`config.mk`:
```
export PLATFORM = sky130hd
export DESIGN_NAME = host_core
export DESIGN_NICKNAME = d
export VERILOG_FILES = /design/src/hw/host_pkg.sv /design/src/hw/dram_ctrl_regs.sv /design/src/hw/dram_read_path.sv /design/src/hw/dram_write_path.sv /design/src/hw/host_core.sv /design/src/hw/term_router.sv
export SDC_FILE = /design/constraint.sdc
export NUM_CORES = 1
export LEC_CHECK = 0
export ABC_CLOCK_PERIOD_IN_PS = 9300
export BUFFER_PORTS_ARGS = -buffer_cell sky130_fd_sc_hd__buf_2
export CAP_MARGIN = 20
export CORE_ASPECT_RATIO = 1.1
export CORE_MARGIN = 4
export CORE_UTILIZATION = 36
export DETAILED_ROUTE_END_ITERATION = 7
export HOLD_SLACK_MARGIN = 0.12
export PLACE_DENSITY = 0.64
export SYNTH_ARGS = -nofsm -noshare
export SYNTH_HDL_FRONTEND = slang
export SYNTH_SLANG_ARGS = --single-unit
export TNS_END_PERCENT = 20
```
`constraint.sdc`:
```
create_clock -name ifclk -period 9.3 [get_ports ifclk]
set_input_delay 1.86 -clock ifclk [delete_from_list [all_inputs] [get_ports ifclk]]
set_output_delay 1.86 -clock ifclk [all_outputs]
set_load 0.005 [all_outputs]
```
`src/hw/host_pkg.sv`:
```
// shared definitions for the host register and DRAM bridge core
// terminal codes, port command codes and the common word types

package host_pkg;

   // host side words
   typedef logic [15:0] term_addr_t;
   typedef logic [15:0] reg_word_t;

   // memory controller user port fields
   typedef logic [29:0] byte_addr_t;
   typedef logic [5:0]  burst_len_t;

   // one port word, seen whole by the port and as two halves by the host
   // half[0] is the low half and goes first on the host link
   typedef union packed {
      logic [31:0]        word;
      reg_word_t [1:0]    half;
   } mem_word_u;

   // terminal numbers
   parameter term_addr_t TERM_DRAM      = 16'h0010;
   parameter term_addr_t TERM_DRAM_CTRL = 16'h0011;
   parameter term_addr_t TERM_DUMMY     = 16'h00FF;

   // port instructions
   parameter logic [2:0] CMD_WRITE = 3'b000;
   parameter logic [2:0] CMD_READ  = 3'b001;

   // fixed identification word of the dummy terminal
   parameter reg_word_t DUMMY_WORD = 16'h9988;

   // DRAM control terminal register map
   parameter logic [31:0] CTRL_REG_RESET  = 32'd0;
   parameter logic [31:0] CTRL_REG_STATUS = 32'd1;

endpackage

```
`src/hw/dram_ctrl_regs.sv`:
```
// DRAM control terminal
// holds the memory reset bit and a status word sampled from the
// memory controller flags

`timescale 1ns/1ps

module dram_ctrl_regs import host_pkg::*; (
   input  logic        ifclk,
   input  logic        rst,
   input  logic        ctrl_write,
   input  logic [31:0] reg_addr,
   input  reg_word_t   reg_datai,
   output reg_word_t   ctrl_datao,
   // memory controller flags
   input  logic        calib_done,
   input  logic        wr_error,
   input  logic        wr_underrun,
   input  logic        rd_error,
   input  logic        rd_overflow,
   output logic        mem_rst
);

   logic       reset_bit;
   logic [4:0] status_q;

   // software reset of the memory controller
   always_ff @(posedge ifclk) begin
      if (rst) begin
         reset_bit <= 1'b0;
      end else if (ctrl_write && reg_addr == CTRL_REG_RESET) begin
         reset_bit <= reg_datai[0];
      end
   end

   // flags sampled once on ifclk
   // bit 0 calib_done, then the two write and the two read flags
   always_ff @(posedge ifclk) begin
      status_q <= {rd_overflow, rd_error, wr_underrun, wr_error, calib_done};
   end

   // register read-back, selected by address
   always_comb begin
      case (reg_addr)
         CTRL_REG_RESET: begin
            ctrl_datao = {15'd0, reset_bit};
         end
         CTRL_REG_STATUS: begin
            ctrl_datao = {11'd0, status_q};
         end
         default: begin
            ctrl_datao = '0;
         end
      endcase
   end

   // controller held in reset by the core reset or by software
   assign mem_rst = rst | reset_bit;

endmodule

```
`src/hw/dram_read_path.sv`:
```
// DRAM read path
// splits a host read into port read commands of at most BURST_WORDS
// words and hands each popped word back as two 16-bit halves

`timescale 1ns/1ps

module dram_read_path import host_pkg::*; #(
   parameter int BURST_WORDS = 16
) (
   input  logic        ifclk,
   input  logic        rst,
   input  logic        read_mode,
   input  logic        read,
   input  logic [31:0] reg_addr,
   input  logic [31:0] len,
   output reg_word_t   datao,
   output logic        read_rdy,
   input  logic        cmd_full,
   input  logic        rd_empty,
   input  logic [31:0] rd_data,
   output logic        rd_cmd_en,
   output burst_len_t  rd_cmd_bl,
   output byte_addr_t  rd_cmd_addr,
   output logic        rd_en
);

   localparam int CNT_W = $clog2(BURST_WORDS + 1);

   logic             mode_q;
   logic             mode_rise;
   logic             mode_fall;
   logic [32:0]      len_inc;
   logic [31:0]      words_left;
   logic [31:0]      halves_left;
   logic [CNT_W-1:0] burst_n;
   logic [CNT_W-1:0] pop_left;
   byte_addr_t       addr;
   mem_word_u        hold;
   logic             hold_valid;
   logic             half_sel;

   assign mode_rise = read_mode & ~mode_q;
   assign mode_fall = ~read_mode & mode_q;

   // port words needed for len host words, rounded up
   assign len_inc = {1'b0, len} + 33'd1;

   // size of the next command
   assign burst_n = (words_left >= 32'(BURST_WORDS)) ? CNT_W'(BURST_WORDS)
                                                     : words_left[CNT_W-1:0];

   // next command only once the previous one is fully popped
   assign rd_cmd_en   = (words_left != '0) & (pop_left == '0) & ~cmd_full;
   assign rd_cmd_bl   = burst_len_t'(burst_n - 1'b1);
   assign rd_cmd_addr = addr;

   assign rd_en    = (pop_left != '0) & ~rd_empty & ~hold_valid;
   assign read_rdy = hold_valid & (halves_left != '0);
   assign datao    = half_sel ? hold.half[1] : hold.half[0];

   always_ff @(posedge ifclk) begin
      if (rst) begin
         mode_q      <= 1'b0;
         words_left  <= '0;
         halves_left <= '0;
         pop_left    <= '0;
         hold_valid  <= 1'b0;
         half_sel    <= 1'b0;
      end else begin
         mode_q <= read_mode;

         if (mode_rise) begin
            words_left  <= len_inc[32:1];
            halves_left <= len;
         end else if (mode_fall) begin
            // stop early, words still owed by the port are drained
            words_left  <= '0;
            halves_left <= '0;
         end else begin
            if (rd_cmd_en) begin
               words_left <= words_left - 32'(burst_n);
            end
            if (read) begin
               halves_left <= halves_left - 1'b1;
            end
         end

         if (rd_cmd_en) begin
            pop_left <= burst_n;
         end else if (rd_en) begin
            pop_left <= pop_left - 1'b1;
         end

         if (rd_en) begin
            hold_valid <= 1'b1;
            half_sel   <= 1'b0;
         end else if (read) begin
            half_sel <= ~half_sel;
            if (half_sel) begin
               hold_valid <= 1'b0;
            end
         end else if (hold_valid && halves_left == '0) begin
            // high half past the end of an odd length
            hold_valid <= 1'b0;
         end
      end
   end

   always_ff @(posedge ifclk) begin
      if (rd_en) begin
         hold.word <= rd_data;
      end
   end

   always_ff @(posedge ifclk) begin
      if (mode_rise) begin
         addr <= reg_addr[29:0];
      end else if (rd_cmd_en) begin
         addr <= addr + (byte_addr_t'(burst_n) << 2);
      end
   end

endmodule

```
`src/hw/dram_write_path.sv`:
```
// DRAM write path
// packs pairs of 16-bit host words into port words, pushes them and
// issues write commands of at most BURST_WORDS words each

`timescale 1ns/1ps

module dram_write_path import host_pkg::*; #(
   parameter int BURST_WORDS = 16
) (
   input  logic        ifclk,
   input  logic        rst,
   input  logic        write_mode,
   input  logic        write,
   input  logic [31:0] reg_addr,
   input  reg_word_t   reg_datai,
   output logic        write_rdy,
   input  logic        cmd_full,
   input  logic        wr_full,
   output logic        wr_cmd_en,
   output burst_len_t  wr_cmd_bl,
   output byte_addr_t  wr_cmd_addr,
   output logic        wr_en,
   output logic [31:0] wr_data
);

   localparam int CNT_W = $clog2(BURST_WORDS + 1);

   logic             mode_q;
   logic             mode_rise;
   logic             mode_fall;
   logic             half_valid;
   logic             flush;
   logic [CNT_W-1:0] word_cnt;
   byte_addr_t       addr;
   mem_word_u        wr_word;

   logic             burst_full;
   logic             half_push;
   logic             final_cmd;
   logic             cmd_wait;

   assign mode_rise = write_mode & ~mode_q;
   assign mode_fall = ~write_mode & mode_q;

   assign burst_full = (word_cnt == CNT_W'(BURST_WORDS));
   // end of transfer, push a lone low half with a zero high half
   assign half_push  = flush & half_valid & ~wr_en & ~burst_full & ~wr_full;
   // end of transfer, command for the words left in a partial burst
   assign final_cmd  = flush & ~half_valid & ~wr_en & (word_cnt != '0);
   assign cmd_wait   = burst_full | final_cmd;

   assign wr_cmd_en   = cmd_wait & ~cmd_full;
   assign wr_cmd_bl   = burst_len_t'(word_cnt - 1'b1);
   assign wr_cmd_addr = addr;
   assign write_rdy   = ~wr_full & ~cmd_full & ~cmd_wait;
   assign wr_data     = wr_word.word;

   always_ff @(posedge ifclk) begin
      if (rst) begin
         mode_q     <= 1'b0;
         half_valid <= 1'b0;
         wr_en      <= 1'b0;
         flush      <= 1'b0;
         word_cnt   <= '0;
      end else begin
         mode_q <= write_mode;
         wr_en  <= 1'b0;

         // first strobe low half, second strobe high half and push
         if (write) begin
            half_valid <= ~half_valid;
            wr_en      <= half_valid;
         end else if (half_push) begin
            half_valid <= 1'b0;
            wr_en      <= 1'b1;
         end

         if (wr_cmd_en) begin
            word_cnt <= '0;
         end else if (wr_en) begin
            word_cnt <= word_cnt + 1'b1;
         end

         if (mode_fall) begin
            flush <= 1'b1;
         end else if (flush && !half_valid && !wr_en &&
                      (word_cnt == '0 || wr_cmd_en)) begin
            flush <= 1'b0;
         end
      end
   end

   // payload, only the half being written changes
   always_ff @(posedge ifclk) begin
      if (write && !half_valid) begin
         wr_word.half[0] <= reg_datai;
      end else if (write) begin
         wr_word.half[1] <= reg_datai;
      end else if (half_push) begin
         wr_word.half[1] <= '0;
      end
   end

   // byte address, latched at start and advanced per command
   always_ff @(posedge ifclk) begin
      if (mode_rise) begin
         addr <= reg_addr[29:0];
      end else if (wr_cmd_en) begin
         addr <= addr + (byte_addr_t'(word_cnt) << 2);
      end
   end

endmodule

```
`src/hw/host_core.sv`:
```
// host register and DRAM bridge core
// routes host transfers to the DRAM port, the DRAM control terminal
// or the dummy terminal, and drives the memory controller user port

`timescale 1ns/1ps

module host_core import host_pkg::*; #(
   parameter int BURST_WORDS = 16
) (
   input  logic        ifclk,
   input  logic        rst,
   // host link
   input  term_addr_t  term_addr,
   input  logic [31:0] reg_addr,
   input  logic [31:0] len,
   input  logic        read_mode,
   input  logic        read,
   input  logic        write_mode,
   input  logic        write,
   input  reg_word_t   reg_datai,
   output reg_word_t   reg_datao,
   output logic        read_rdy,
   output logic        write_rdy,
   // memory controller user port
   output logic        cmd_en,
   output logic [2:0]  cmd_instr,
   output burst_len_t  cmd_bl,
   output byte_addr_t  cmd_byte_addr,
   output logic        wr_en,
   output logic [31:0] wr_data,
   output logic        rd_en,
   output logic        mem_rst,
   input  logic        cmd_full,
   input  logic        wr_full,
   input  logic        rd_empty,
   input  logic [31:0] rd_data,
   input  logic        calib_done,
   input  logic        wr_error,
   input  logic        wr_underrun,
   input  logic        rd_error,
   input  logic        rd_overflow
);

   logic       dram_read_mode, dram_read, dram_write_mode, dram_write;
   logic       ctrl_write;
   reg_word_t  dram_datao, ctrl_datao;
   logic       dram_read_rdy, dram_write_rdy;

   logic       wr_cmd_en, rd_cmd_en;
   burst_len_t wr_cmd_bl, rd_cmd_bl;
   byte_addr_t wr_cmd_addr, rd_cmd_addr;

   term_router router_i (
      .term_addr       (term_addr),
      .read_mode       (read_mode),
      .read            (read),
      .write_mode      (write_mode),
      .write           (write),
      .dram_read_mode  (dram_read_mode),
      .dram_read       (dram_read),
      .dram_write_mode (dram_write_mode),
      .dram_write      (dram_write),
      .ctrl_write      (ctrl_write),
      .dram_datao      (dram_datao),
      .ctrl_datao      (ctrl_datao),
      .dram_read_rdy   (dram_read_rdy),
      .dram_write_rdy  (dram_write_rdy),
      .reg_datao       (reg_datao),
      .read_rdy        (read_rdy),
      .write_rdy       (write_rdy)
   );

   dram_ctrl_regs ctrl_i (
      .ifclk       (ifclk),
      .rst         (rst),
      .ctrl_write  (ctrl_write),
      .reg_addr    (reg_addr),
      .reg_datai   (reg_datai),
      .ctrl_datao  (ctrl_datao),
      .calib_done  (calib_done),
      .wr_error    (wr_error),
      .wr_underrun (wr_underrun),
      .rd_error    (rd_error),
      .rd_overflow (rd_overflow),
      .mem_rst     (mem_rst)
   );

   dram_write_path #(.BURST_WORDS(BURST_WORDS)) wr_path_i (
      .ifclk       (ifclk),
      .rst         (rst),
      .write_mode  (dram_write_mode),
      .write       (dram_write),
      .reg_addr    (reg_addr),
      .reg_datai   (reg_datai),
      .write_rdy   (dram_write_rdy),
      .cmd_full    (cmd_full),
      .wr_full     (wr_full),
      .wr_cmd_en   (wr_cmd_en),
      .wr_cmd_bl   (wr_cmd_bl),
      .wr_cmd_addr (wr_cmd_addr),
      .wr_en       (wr_en),
      .wr_data     (wr_data)
   );

   dram_read_path #(.BURST_WORDS(BURST_WORDS)) rd_path_i (
      .ifclk       (ifclk),
      .rst         (rst),
      .read_mode   (dram_read_mode),
      .read        (dram_read),
      .reg_addr    (reg_addr),
      .len         (len),
      .datao       (dram_datao),
      .read_rdy    (dram_read_rdy),
      .cmd_full    (cmd_full),
      .rd_empty    (rd_empty),
      .rd_data     (rd_data),
      .rd_cmd_en   (rd_cmd_en),
      .rd_cmd_bl   (rd_cmd_bl),
      .rd_cmd_addr (rd_cmd_addr),
      .rd_en       (rd_en)
   );

   // the two modes are exclusive so only one path requests at a time
   assign cmd_en        = wr_cmd_en | rd_cmd_en;
   assign cmd_instr     = rd_cmd_en ? CMD_READ : CMD_WRITE;
   assign cmd_bl        = rd_cmd_en ? rd_cmd_bl : wr_cmd_bl;
   assign cmd_byte_addr = rd_cmd_en ? rd_cmd_addr : wr_cmd_addr;

endmodule

```
`src/hw/term_router.sv`:
```
// terminal router
// qualifies host modes and strobes for the addressed terminal and
// selects that terminal's read data and ready levels

`timescale 1ns/1ps

module term_router import host_pkg::*; (
   input  term_addr_t term_addr,
   input  logic       read_mode,
   input  logic       read,
   input  logic       write_mode,
   input  logic       write,
   // qualified signals towards the terminals
   output logic       dram_read_mode,
   output logic       dram_read,
   output logic       dram_write_mode,
   output logic       dram_write,
   output logic       ctrl_write,
   // terminal responses
   input  reg_word_t  dram_datao,
   input  reg_word_t  ctrl_datao,
   input  logic       dram_read_rdy,
   input  logic       dram_write_rdy,
   // back to the host link
   output reg_word_t  reg_datao,
   output logic       read_rdy,
   output logic       write_rdy
);

   logic is_dram;
   logic is_ctrl;
   logic is_dummy;

   // one compare per terminal, shared by qualifiers and mux
   assign is_dram  = (term_addr == TERM_DRAM);
   assign is_ctrl  = (term_addr == TERM_DRAM_CTRL);
   assign is_dummy = (term_addr == TERM_DUMMY);

   assign dram_read_mode  = is_dram & read_mode;
   assign dram_read       = is_dram & read;
   assign dram_write_mode = is_dram & write_mode;
   assign dram_write      = is_dram & write;
   // control registers only care about the write strobe
   assign ctrl_write      = is_ctrl & write;

   always_comb begin
      if (is_dram) begin
         reg_datao = dram_datao;
         read_rdy  = dram_read_rdy;
         write_rdy = dram_write_rdy;
      end else if (is_ctrl) begin
         reg_datao = ctrl_datao;
         read_rdy  = 1'b1;
         write_rdy = 1'b1;
      end else if (is_dummy) begin
         reg_datao = DUMMY_WORD;
         read_rdy  = 1'b1;
         write_rdy = 1'b1;
      end else begin
         // unknown terminal reads zero and never stalls the host
         reg_datao = '0;
         read_rdy  = 1'b1;
         write_rdy = 1'b1;
      end
   end

endmodule

```
==> results of run 1 <==
-- tightest hold or removal path, cell delays in order (launching register included) --
cell and delay, ns:
dfxtp_1 0.31, o21ai_0 0.07, a21oi_1 0.06
-- cell families after synthesis --
kind of cell | after synthesis | share of synthesized area
simple gates | 618 | 0.2463
compound gates | 289 | 0.1520
flops | 211 | 0.4474
buf+inv | 113 | 0.04057
xor+xnor | 96 | 0.06884
mux | 26 | 0.02182
fa+ha+maj | 21 | 0.02274
other cells | 1 | 0.0003070
-- state kept, by name, indices dropped and copies added, names as in the netlist --
| register | cells |
|---|---|
| rd_path_i.mode_q | 1 |
| wr_path_i.wr_en | 1 |
| rd_path_i.half_sel | 1 |
| rd_path_i.pop_left | 5 |
| ctrl_i.status_q | 5 |
| rd_path_i.hold | 32 |
| ctrl_i.reset_bit | 1 |
| wr_path_i.mode_q | 1 |
| wr_path_i.word_cnt | 5 |
| wr_path_i.wr_data | 32 |
| rd_path_i.words_left | 32 |
| rd_path_i.rd_cmd_addr | 30 |
| rd_path_i.halves_left | 32 |
| wr_path_i.flush | 1 |
| rd_path_i.hold_valid | 1 |
| wr_path_i.wr_cmd_addr | 30 |
| wr_path_i.half_valid | 1 |
-- worst max path at each step --
stage / start / to / slack [ns] / cells after the start
after floorplan: rd_empty / rd_en / 2.81 / 1
after global placement: term_addr[13] / reg_datao[3] / 3.03 / 7
after detailed placement: term_addr[13] / reg_datao[3] / 3.01 / 7
after CTS: term_addr[13] / reg_datao[3] / 3.00 / 7
after global routing: term_addr[13] / reg_datao[3] / 2.88 / 7
final: term_addr[13] / reg_datao[3] / 3.07 / 7
-- stage by stage --
stage / utilization / cells / hold slack, ns / setup slack, ns
2_1_floorplan: - / 1377 / 0.4476 / 2.807
3_3_place_gp: 0.4101 / 1976 / 0.4647 / 3.029
3_5_place_dp: 0.4101 / 1976 / 0.4780 / 3.007
4_1_cts: 0.4352 / 2021 / 0.4866 / 2.996
5_1_grt: 0.4353 / 2022 / 0.5149 / 2.875
6_report: 0.4354 / 2023 / 0.4872 / 3.071
-- layout make-up --
class | instances | share of cell area
antenna | 2 | 0.0003445
sequential | 211 | 0.3762
tap | 432 | 0.03720
clock buffer | 33 | 0.04650
clock inverter | 12 | 0.01128
timing repair buffer | 245 | 0.08663
inverter | 35 | 0.009215
multi-input combinational | 1053 | 0.4327
-- per-layer routing --
| layer | up-vias | track usage | share of wire |
|---|---|---|---|
| li1 | 5369 | - | - |
| met5 | - | 0 | 0.00019 |
| met3 | 52 | 0.02929 | 0.066 |
| met4 | 2 | 0.04683 | 0.020 |
| met1 | 5255 | 0.2496 | 0.43 |
| met2 | 365 | 0.3124 | 0.49 |
-- power groups by stage --
stage / Clock (W) / Sequential (W) / Combinational (W)
final: 0.00101 / 0.00133 / 0.00138
after global routing: 0.00107 / 0.00135 / 0.00153
after CTS: 0.00103 / 0.00133 / 0.00138
after detailed placement: 0 / 0.00135 / 0.00138
after global placement: 0 / 0.00134 / 0.00135
after floorplan: 0 / 0.00132 / 0.00102
-- Yosys cell counts, types with 4 or more instances --
cell	instances	area (um2)
a21oi_1	59	295.3
o22ai_1	10	62.56
buf_2	12	60.06
mux2i_1	21	210.2
or2_2	10	62.56
mux2_2	5	56.30
a211oi_1	13	97.59
a32oi_1	6	52.55
nor3_2	4	40.04
xor2_1	62	543.0
inv_1	33	123.9
nand4_1	29	181.4
nor3_1	42	210.2
o21a_1	7	52.55
nor4_1	24	150.1
o21ai_0	107	535.5
a31oi_1	5	31.28
o31ai_1	13	97.59
or4_1	7	52.55
xnor2_1	34	297.8
dfxtp_1	87	1742
and4_1	8	70.07
a22o_1	5	43.79
and2_1	14	87.58
nand3_1	47	235.2
clkbuf_1	53	198.9
nand3b_1	4	30.03
o311ai_0	5	43.79
a21o_1	5	37.54
o211ai_1	4	30.03
edfxtp_1	124	3724
buf_6	5	56.30
or4_4	5	56.30
nor2b_1	7	43.79
a32o_1	4	40.04
nand2_1	241	904.6
and3_1	34	212.7
buf_4	4	30.03
ha_1	19	237.7
or3_1	11	68.82
nor2_1	112	420.4
a22oi_1	18	135.1
==> results.json, run 1 <==
{
  "dr.pass1.iters": 5,
  "cap_violations": 0,
  "final.setup_skew_ns": 0.01931,
  "fin_nets": 1734,
  "grt_pass1_wl_mm": 56.86,
  "setup-violations-final": 0,
  "async_flop_share": 0,
  "synth.distinct_cells": 78,
  "grt_setup_unrepaired": "false",
  "status": "finished clean",
  "portBuffers": 232,
  "drtAntennaViolNets": 0,
  "fin_crit_sh": 0.6697,
  "worstSetupPathType": "in2out",
  "period_needed_ns": 6.229,
  "clock.fmax_mhz": 160.5,
  "cts_buffers": 25,
  "cts_max_level": 1,
  "root_buffer": "clkbuf_16",
  "netlist_instances": 1375,
  "maxSlewViolCount": 0,
  "layout-drive-gt1-share": 0.2052,
  "die_area_um2": 36940,
  "coreArea_um2": 33370,
  "combinationalPowerShare": 0.371,
  "gp_congestion": 0.8526,
  "min_path_cells": 2,
  "ir_drop_v": 0.0001416,
  "required_ns": 7.44,
  "p_seq_frac": 0.358,
  "rr_startpoint": "rd_path_i.words_left[24]",
  "relSlewSlack": 0.2896,
  "cts_max_path_buffers": 3,
  "intPower_w": 0.002342,
  "start_kind": "input port",
  "clock-sinks": 211,
  "critPathSlowestCell": "nor4_1",
  "cp-end-kind": "output port",
  "viasPerCell": 5.459,
  "cts.clk_slew.worst_paths_ns": 0.06,
  "die_h_um": 201.2,
  "die_x_um": 183.6,
  "switchingPower_w": 0.001378,
  "final_common_cell": "nand2_1",
  "hp-start": "rd_path_i.halves_left[23]",
  "avgSynthCellArea_um2": 8.883,
  "ys_ff_latch": 211,
  "worst-r2r-setup-slack_ns": 4.59,
  "holdPathEnd": "rd_path_i.halves_left[23]",
  "drt_iter0_markers": 802,
  "drcViolationCount": 0,
  "worstReg2RegEnd": "rd_path_i.rd_cmd_addr[26]",
  "max_stage_delay_ns": 0.89,
  "track_usage": 0.1857,
  "initial_core_util": 0.3660,
  "crit_chain": "buf_2, or4_1, or4_1, nor4_1, nand3_1, o211ai_1, buf_2",
  "tightest_slew_ns": 1.064,
  "wl_mm": 36.00,
  "regArea_um2": 5465,
  "grt_antenna_before_repair": 3,
  "crit_fanout": 6,
  "io_pins": 235,
  "p_sw_frac": 0.3704,
  "drt-wirelength-per-cell_um": 17.80,
  "fin_area_um2": 14530,
  "post_cts_buffers": 0,
  "layout_common_cells": "nand2_1 (241), buf_2 (232), edfxtp_1 (124)",
  "vias": 11040,
  "hold_violations": 0,
  "p_per_area_nw_per_um2": 256.1,
  "nFillCells": 3307,
  "ys.flop_type": "edfxtp_1",
  "netlist_area_um2": 12210,
  "clkPwrFrac": 0.271,
  "ctsHoldBuffers": 0,
  "grt_overflow": 0,
  "crit_arrival_ns": 4.37,
  "clkLatencyLatePin_ns": 0.52,
  "grt_pass1_vias": 10740,
  "synth_edf_count": 124,
  "grt_start_max_net_pins": 83,
  "hpwl_mm": 25.93,
  "crit_family": "simple AND/OR/NAND/NOR gates",
  "setup_tns_ns": 0,
  "finalPower_w": 0.003720,
  "p_leak_nw": 5.518,
  "yosysWarnings": 0,
  "rows": 70,
  "synth_seq_area_share": 0.4474,
  "cts_tree": "done",
  "cts.repair.resized": 0,
  "crit_buf_inv": 2,
  "placed_cell_area_um2": 13680,
  "syn_to_final_growth_pct": 18.95,
  "rr_worst_depth": 14,
  "hold_path.class": "reg2reg",
  "multi_input_area_um2": 6286
}
Note: power is estimated with default switching activity, not from simulation.
==> run 2: changes to the inputs <==
--- a/config.mk
+++ b/config.mk
@@ -5,7 +5,7 @@
 export SDC_FILE = /design/constraint.sdc
 export NUM_CORES = 1
 export LEC_CHECK = 0
-export ABC_CLOCK_PERIOD_IN_PS = 9300
+export ABC_CLOCK_PERIOD_IN_PS = 5100
 export BUFFER_PORTS_ARGS = -buffer_cell sky130_fd_sc_hd__buf_2
 export CAP_MARGIN = 20
 export CORE_ASPECT_RATIO = 1.1
@@ -13,7 +13,7 @@
 export CORE_UTILIZATION = 36
 export DETAILED_ROUTE_END_ITERATION = 7
 export HOLD_SLACK_MARGIN = 0.12
-export PLACE_DENSITY = 0.64
+export PLACE_DENSITY = 0.66
 export SYNTH_ARGS = -nofsm -noshare
 export SYNTH_HDL_FRONTEND = slang
 export SYNTH_SLANG_ARGS = --single-unit
==> constraint.sdc (replaced) <==
create_clock -name ifclk -period 5.1 [get_ports ifclk]
set_input_delay 1.02 -clock ifclk [delete_from_list [all_inputs] [get_ports ifclk]]
set_output_delay 1.02 -clock ifclk [all_outputs]
set_load 0.005 [all_outputs]
==> run 2 against run 1 <==
Compared with the run above: register-to-register slack got worse by 3.9 ns; via count rose by 0.18%; critical path depth grew 7; largest cell class unchanged; largest power group unchanged.
==> results.json, run 2 (synthesis results as in run 1) <==
{
  "regArea_um2": 5465,
  "status": "finished clean",
  "multi_input_area_um2": 6282,
  "post_cts_buffers": 0,
  "cts_max_path_buffers": 3,
  "die_h_um": 201.2,
  "syn_to_final_growth_pct": 18.96,
  "final_core_util": 0.4354,
  "crit_fanout": 12,
  "fin_crit_sh": 0.9502,
  "cts.clk_slew.worst_paths_ns": 0.06,
  "cp-end-kind": "output port",
  "track_usage": 0.1881,
  "cts_max_level": 1,
  "intPower_w": 0.004168,
  "coreArea_um2": 33370,
  "setup_tns_ns": 0,
  "p_seq_frac": 0.366,
  "cts.repair.resized": 0,
  "setup_ws_ns": 0.2537,
  "dr.pass1.iters": 5,
  "hold_violations": 0,
  "drtAntennaViolNets": 0,
  "portBuffers": 232,
  "grt_setup_unrepaired": "false",
  "cap_violations": 0,
  "grt_pass1_vias": 10640,
  "clock.fmax_mhz": 206.3,
  "worstSetupPathType": "reg2out",
  "p_per_area_nw_per_um2": 458.7,
  "maxSlewViolCount": 0,
  "worst-r2r-setup-slack_ns": 0.71,
  "root_buffer": "clkbuf_16",
  "combinationalPowerShare": 0.378,
  "p_leak_nw": 5.536,
  "die_area_um2": 36940,
  "hpwl_mm": 26.27,
  "cts_tree": "done",
  "relSlewSlack": 0.2705,
  "viasPerCell": 5.439,
  "fin_area_um2": 14530,
  "initial_core_util": 0.3660,
  "drcViolationCount": 0,
  "hold_path.class": "reg2reg",
  "clock-sinks": 211,
  "layout-drive-gt1-share": 0.2091,
  "setup-violations-final": 0,
  "drt-wirelength-per-cell_um": 17.93,
  "die_x_um": 183.6,
  "ir_drop_v": 0.0002735,
  "dp_slack_ns": 0.6865,
  "drt_iter0_markers": 948,
  "layout_common_cells": "nand2_1 (241), buf_2 (232), edfxtp_1 (124)",
  "required_ns": 4.08,
  "grt_overflow": 0,
  "vias": 11060,
  "clkLatencyLatePin_ns": 0.52,
  "p_sw_frac": 0.3747,
  "grt_pass1_wl_mm": 57.25,
  "gp_congestion": 0.8564,
  "io_pins": 235,
  "nFillCells": 3278,
  "whs_ns": 0.4785,
  "start_kind": "flip-flop",
  "final.setup_skew_ns": 0.007769,
  "period_needed_ns": 4.846,
  "grt_start_max_net_pins": 78,
  "wl_mm": 36.47,
  "switchingPower_w": 0.002497,
  "clkPwrFrac": 0.256,
  "ctsHoldBuffers": 0,
  "placed_cell_area_um2": 13750,
  "fin_nets": 1742,
  "grt_antenna_before_repair": 4,
  "cts_buffers": 24,
  "tightest_slew_ns": 1.086,
  "rows": 70,
  "final_common_cell": "nand2_1",
  "crit_arrival_ns": 3.83
}
[run 2: changes by cell type in the layout (fill, tap and decap cells not counted), moves of 2 or more]
cell	previous run	this run
buf_4	13	22
bufinv_16	4	2
clkbuf_1	6	9
clkinv_1	5	1
clkinv_2	0	4
diode_2	2	5
[run 2: final timing paths]
| path | end | from | depth (start not counted) |
|---|---|---|---|
| worst max-delay path | cmd_bl[4] | rd_path_i.words_left[24] | 14 |
| worst min-delay path | rd_path_i.halves_left[21] | rd_path_i.halves_left[21] | 2 |
| worst max register to register | rd_path_i.rd_cmd_addr[12] | rd_path_i.words_left[24] | 15 |
| worst min register to register | rd_path_i.halves_left[21] | rd_path_i.halves_left[21] | 2 |
[run 2: metal layers]
metal | vias up | share of wire | global-route usage
met5 | - | 0.00019 | 0
met4 | 2 | 0.020 | 0.04657
met3 | 54 | 0.085 | 0.03218
met2 | 476 | 0.47 | 0.3148
met1 | 5150 | 0.42 | 0.2533
li1 | 5381 | - | -
[run 2: stage by stage]
step | std cells | power [W]
global route | 2031 | 0.007082
finish | 2034 | 0.006665
CTS | 2029 | 0.006685
detailed placement | 1985 | 0.004969
floorplan | 1377 | 0.004268
global placement | 1985 | 0.004916
[run 2: final cells by class]
class                   count  share of cell area
multi-input cells        1053              0.4324
flip-flops and latches    211              0.3761
repair buffers            254             0.09128
clock buffers              36             0.04607
well taps                 432             0.03720
inverters                  35            0.009214
clock inverters             8            0.006889
diodes                      5           0.0008611
[run 2: worst max-delay path: stages, from the launching register on]
cell       delay, ns
dfxtp_1         0.38
or4_4           0.58
or4_4           0.49
nor3_2          0.19
buf_4           0.20
inv_4           0.10
nor2_1          0.20
nand2_1         0.16
and2_1          0.20
ha_1            0.20
inv_1           0.07
a2111oi_0       0.07
xnor2_1         0.17
mux2i_1         0.13
buf_2           0.15
[run 2: power by group through the flow]
stage	sequential, W	clock (W)	combinational, W
detailed placement	0.00246	0	0.00250
finish	0.00244	0.00171	0.00252
CTS	0.00243	0.00174	0.00251
floorplan	0.00240	0	0.00187
global placement	0.00245	0	0.00247
global route	0.00248	0.00182	0.00278
==> run 3: changes to the inputs <==
==> constraint.sdc (replaced) <==
create_clock -name ifclk -period 5.1 [get_ports ifclk]
set_input_delay 1.02 -clock ifclk [delete_from_list [all_inputs] [get_ports ifclk]]
set_output_delay 1.02 -clock ifclk [all_outputs]
set_load 0.01 [all_outputs]
==> run 3 against run 2 <==
Compared with the run above: count of clock-buffer cells in the layout fell by 2; largest cell class unchanged; clock skew rose by 0.020 ns; largest power group unchanged; design area rose by 0.58%; worst hold slack got worse by 0.0040 ns; power rose by 3.3%.
==> results.json, run 3 (synthesis results as in run 1) <==
{
  "syn_to_final_growth_pct": 19.65,
  "io_pins": 235,
  "cts.repair.resized": 0,
  "grt_setup_unrepaired": "false",
  "max_stage_delay_ns": 0.59,
  "crit_arrival_ns": 3.90,
  "viasPerCell": 5.449,
  "maxSlewViolCount": 0,
  "relSlewSlack": 0.2863,
  "die_area_um2": 36940,
  "cts_max_path_buffers": 3,
  "clock.fmax_mhz": 203.3,
  "die_x_um": 183.6,
  "fin_nets": 1745,
  "required_ns": 4.08,
  "cap_violations": 0,
  "nFillCells": 3323,
  "status": "finished clean",
  "min_path_cells": 2,
  "track_usage": 0.1896,
  "grt_start_max_net_pins": 73,
  "rows": 70,
  "p_leak_nw": 5.576,
  "grt_pass1_wl_mm": 57.48,
  "cts_max_level": 1,
  "layout_common_cells": "nand2_1 (241), buf_2 (232), edfxtp_1 (124)",
  "die_h_um": 201.2,
  "cp.depth": 14,
  "worstSetupPathType": "reg2out",
  "hp-start": "rd_path_i.halves_left[21]",
  "period_needed_ns": 4.918,
  "initial_core_util": 0.3660,
  "ctsHoldBuffers": 0,
  "hpwl_mm": 26.69,
  "finalNonFillerCells": 2035,
  "clkLatencyLatePin_ns": 0.54,
  "fin_crit_sh": 0.9644,
  "grt_pass1_vias": 10480,
  "drt_iter0_markers": 856,
  "critPathSlowestCell": "or4_4",
  "rr_worst_depth": 15,
  "timing.critical_path.mode_cell": "or4_4",
  "regArea_um2": 5465,
  "crit_chain": "or4_4, or4_4, nor3_2, buf_4, inv_4, nor2_1, nand2_1, and2_1, ha_1, inv_1, a2111oi_0, xnor2_1, mux2i_1, buf_2",
  "root_buffer": "clkbuf_16",
  "clock-sinks": 211,
  "critPathLaunch": "rd_path_i.words_left[24]",
  "grt_overflow": 0,
  "crit_buf_inv": 4,
  "crit_fanout": 12,
  "wl_mm": 36.58,
  "drcViolationCount": 0,
  "hold_path.class": "reg2reg",
  "cts_tree": "done",
  "final.setup_skew_ns": 0.02743,
  "drt-wirelength-per-cell_um": 17.98,
  "hold_violations": 0,
  "setup_tns_ns": 0,
  "tightest_slew_ns": 1.062,
  "start_kind": "flip-flop",
  "cts_buffers": 25,
  "ir_drop_v": 0.0003088,
  "setup-violations-final": 0,
  "multi_input_area_um2": 6282,
  "p_per_area_nw_per_um2": 471.0,
  "cp-end-kind": "output port",
  "crit_family": "simple AND/OR/NAND/NOR gates",
  "dr.pass1.iters": 5,
  "dp_cells": 1987,
  "final_common_cell": "nand2_1",
  "portBuffers": 232,
  "gp_congestion": 0.8730,
  "grt_antenna_before_repair": 4,
  "coreArea_um2": 33370,
  "vias": 11090,
  "layout-drive-gt1-share": 0.2124,
  "rr_startpoint": "rd_path_i.words_left[24]",
  "drtAntennaViolNets": 0,
  "post_cts_buffers": 0,
  "cts.clk_slew.worst_paths_ns": 0.06
}
## run 3: cell count changes in the layout (fill, tap and decap cells not counted)
| cell | change |
|---|---|
| buf_4 | +2 |
| bufinv_16 | +1 |
| clkbuf_1 | -3 |
| clkbuf_16 | +2 |
| clkbuf_4 | -1 |
| clkinv_1 | +1 |
| clkinv_2 | -1 |
| clkinv_8 | -1 |
| clkinvlp_4 | +2 |
| diode_2 | -3 |
| inv_6 | +2 |
## run 3: power breakdown
group | switching, W | leakage, nW | internal (W) | total, W
registers | 0.000235 | 1.81 | 0.00220 | 0.00243
clock network | 0.000734 | 0.409 | 0.00112 | 0.00185
logic | 0.00163 | 3.36 | 0.000968 | 0.00260
total | 0.00260 | 5.58 | 0.00428 | 0.00688
## run 3: per-layer routing
metal  wire length (um)  GRT usage  up-vias
li1                   -          -     5398
met1              15430     0.2515     5219
met2              17660     0.3211      410
met3               2659    0.03327       58
met4                806    0.04710        4
met5                 21          0        -
## run 3: area by class of cell
class                   count  area share
well taps                 432     0.03699
diodes                      2   0.0003425
multi-input cells        1053      0.4299
clock inverters            12    0.009932
flip-flops and latches    211      0.3740
inverters                  35    0.009161
repair buffers            256     0.09178
clock buffers              34     0.04795
## run 3: worst register-to-register path, stage by stage, from the launching register on
cell      delay [ns]
dfxtp_1         0.38
or4_4           0.59
or4_4           0.50
nor3_2          0.20
buf_4           0.21
and2_1          0.16
ha_1            0.16
inv_1           0.05
fa_1            0.39
nor2b_1         0.11
o21ai_0         0.10
a21boi_0        0.29
o21a_1          0.56
nand4_1         0.19
xor2_1          0.18
o21ai_0         0.10
## run 3: through the flow
step                        util  power, W  hold slack (ns)  instance area [um2]  setup WS [ns]
after floorplan                -  0.004332           0.4476                12220         0.1884
after global placement    0.4124  0.004997           0.4642                13760         0.7620
after detailed placement  0.4124  0.005053           0.4687                13760         0.6766
after CTS                 0.4378  0.006923           0.4768                14610         0.1826
after global routing      0.4379  0.007310           0.5122                14610        0.02518
final                     0.4379  0.006883           0.4745                14610         0.1815
## run 3: final timing paths
| path | to | slack [ns] |
|---|---|---|
| setup / recovery | cmd_bl[4] | 0.18 |
| hold / removal | rd_path_i.halves_left[21] | 0.47 |
| setup reg to reg | rd_path_i.rd_cmd_addr[26] | 0.65 |
| hold reg to reg | rd_path_i.halves_left[21] | 0.47 |
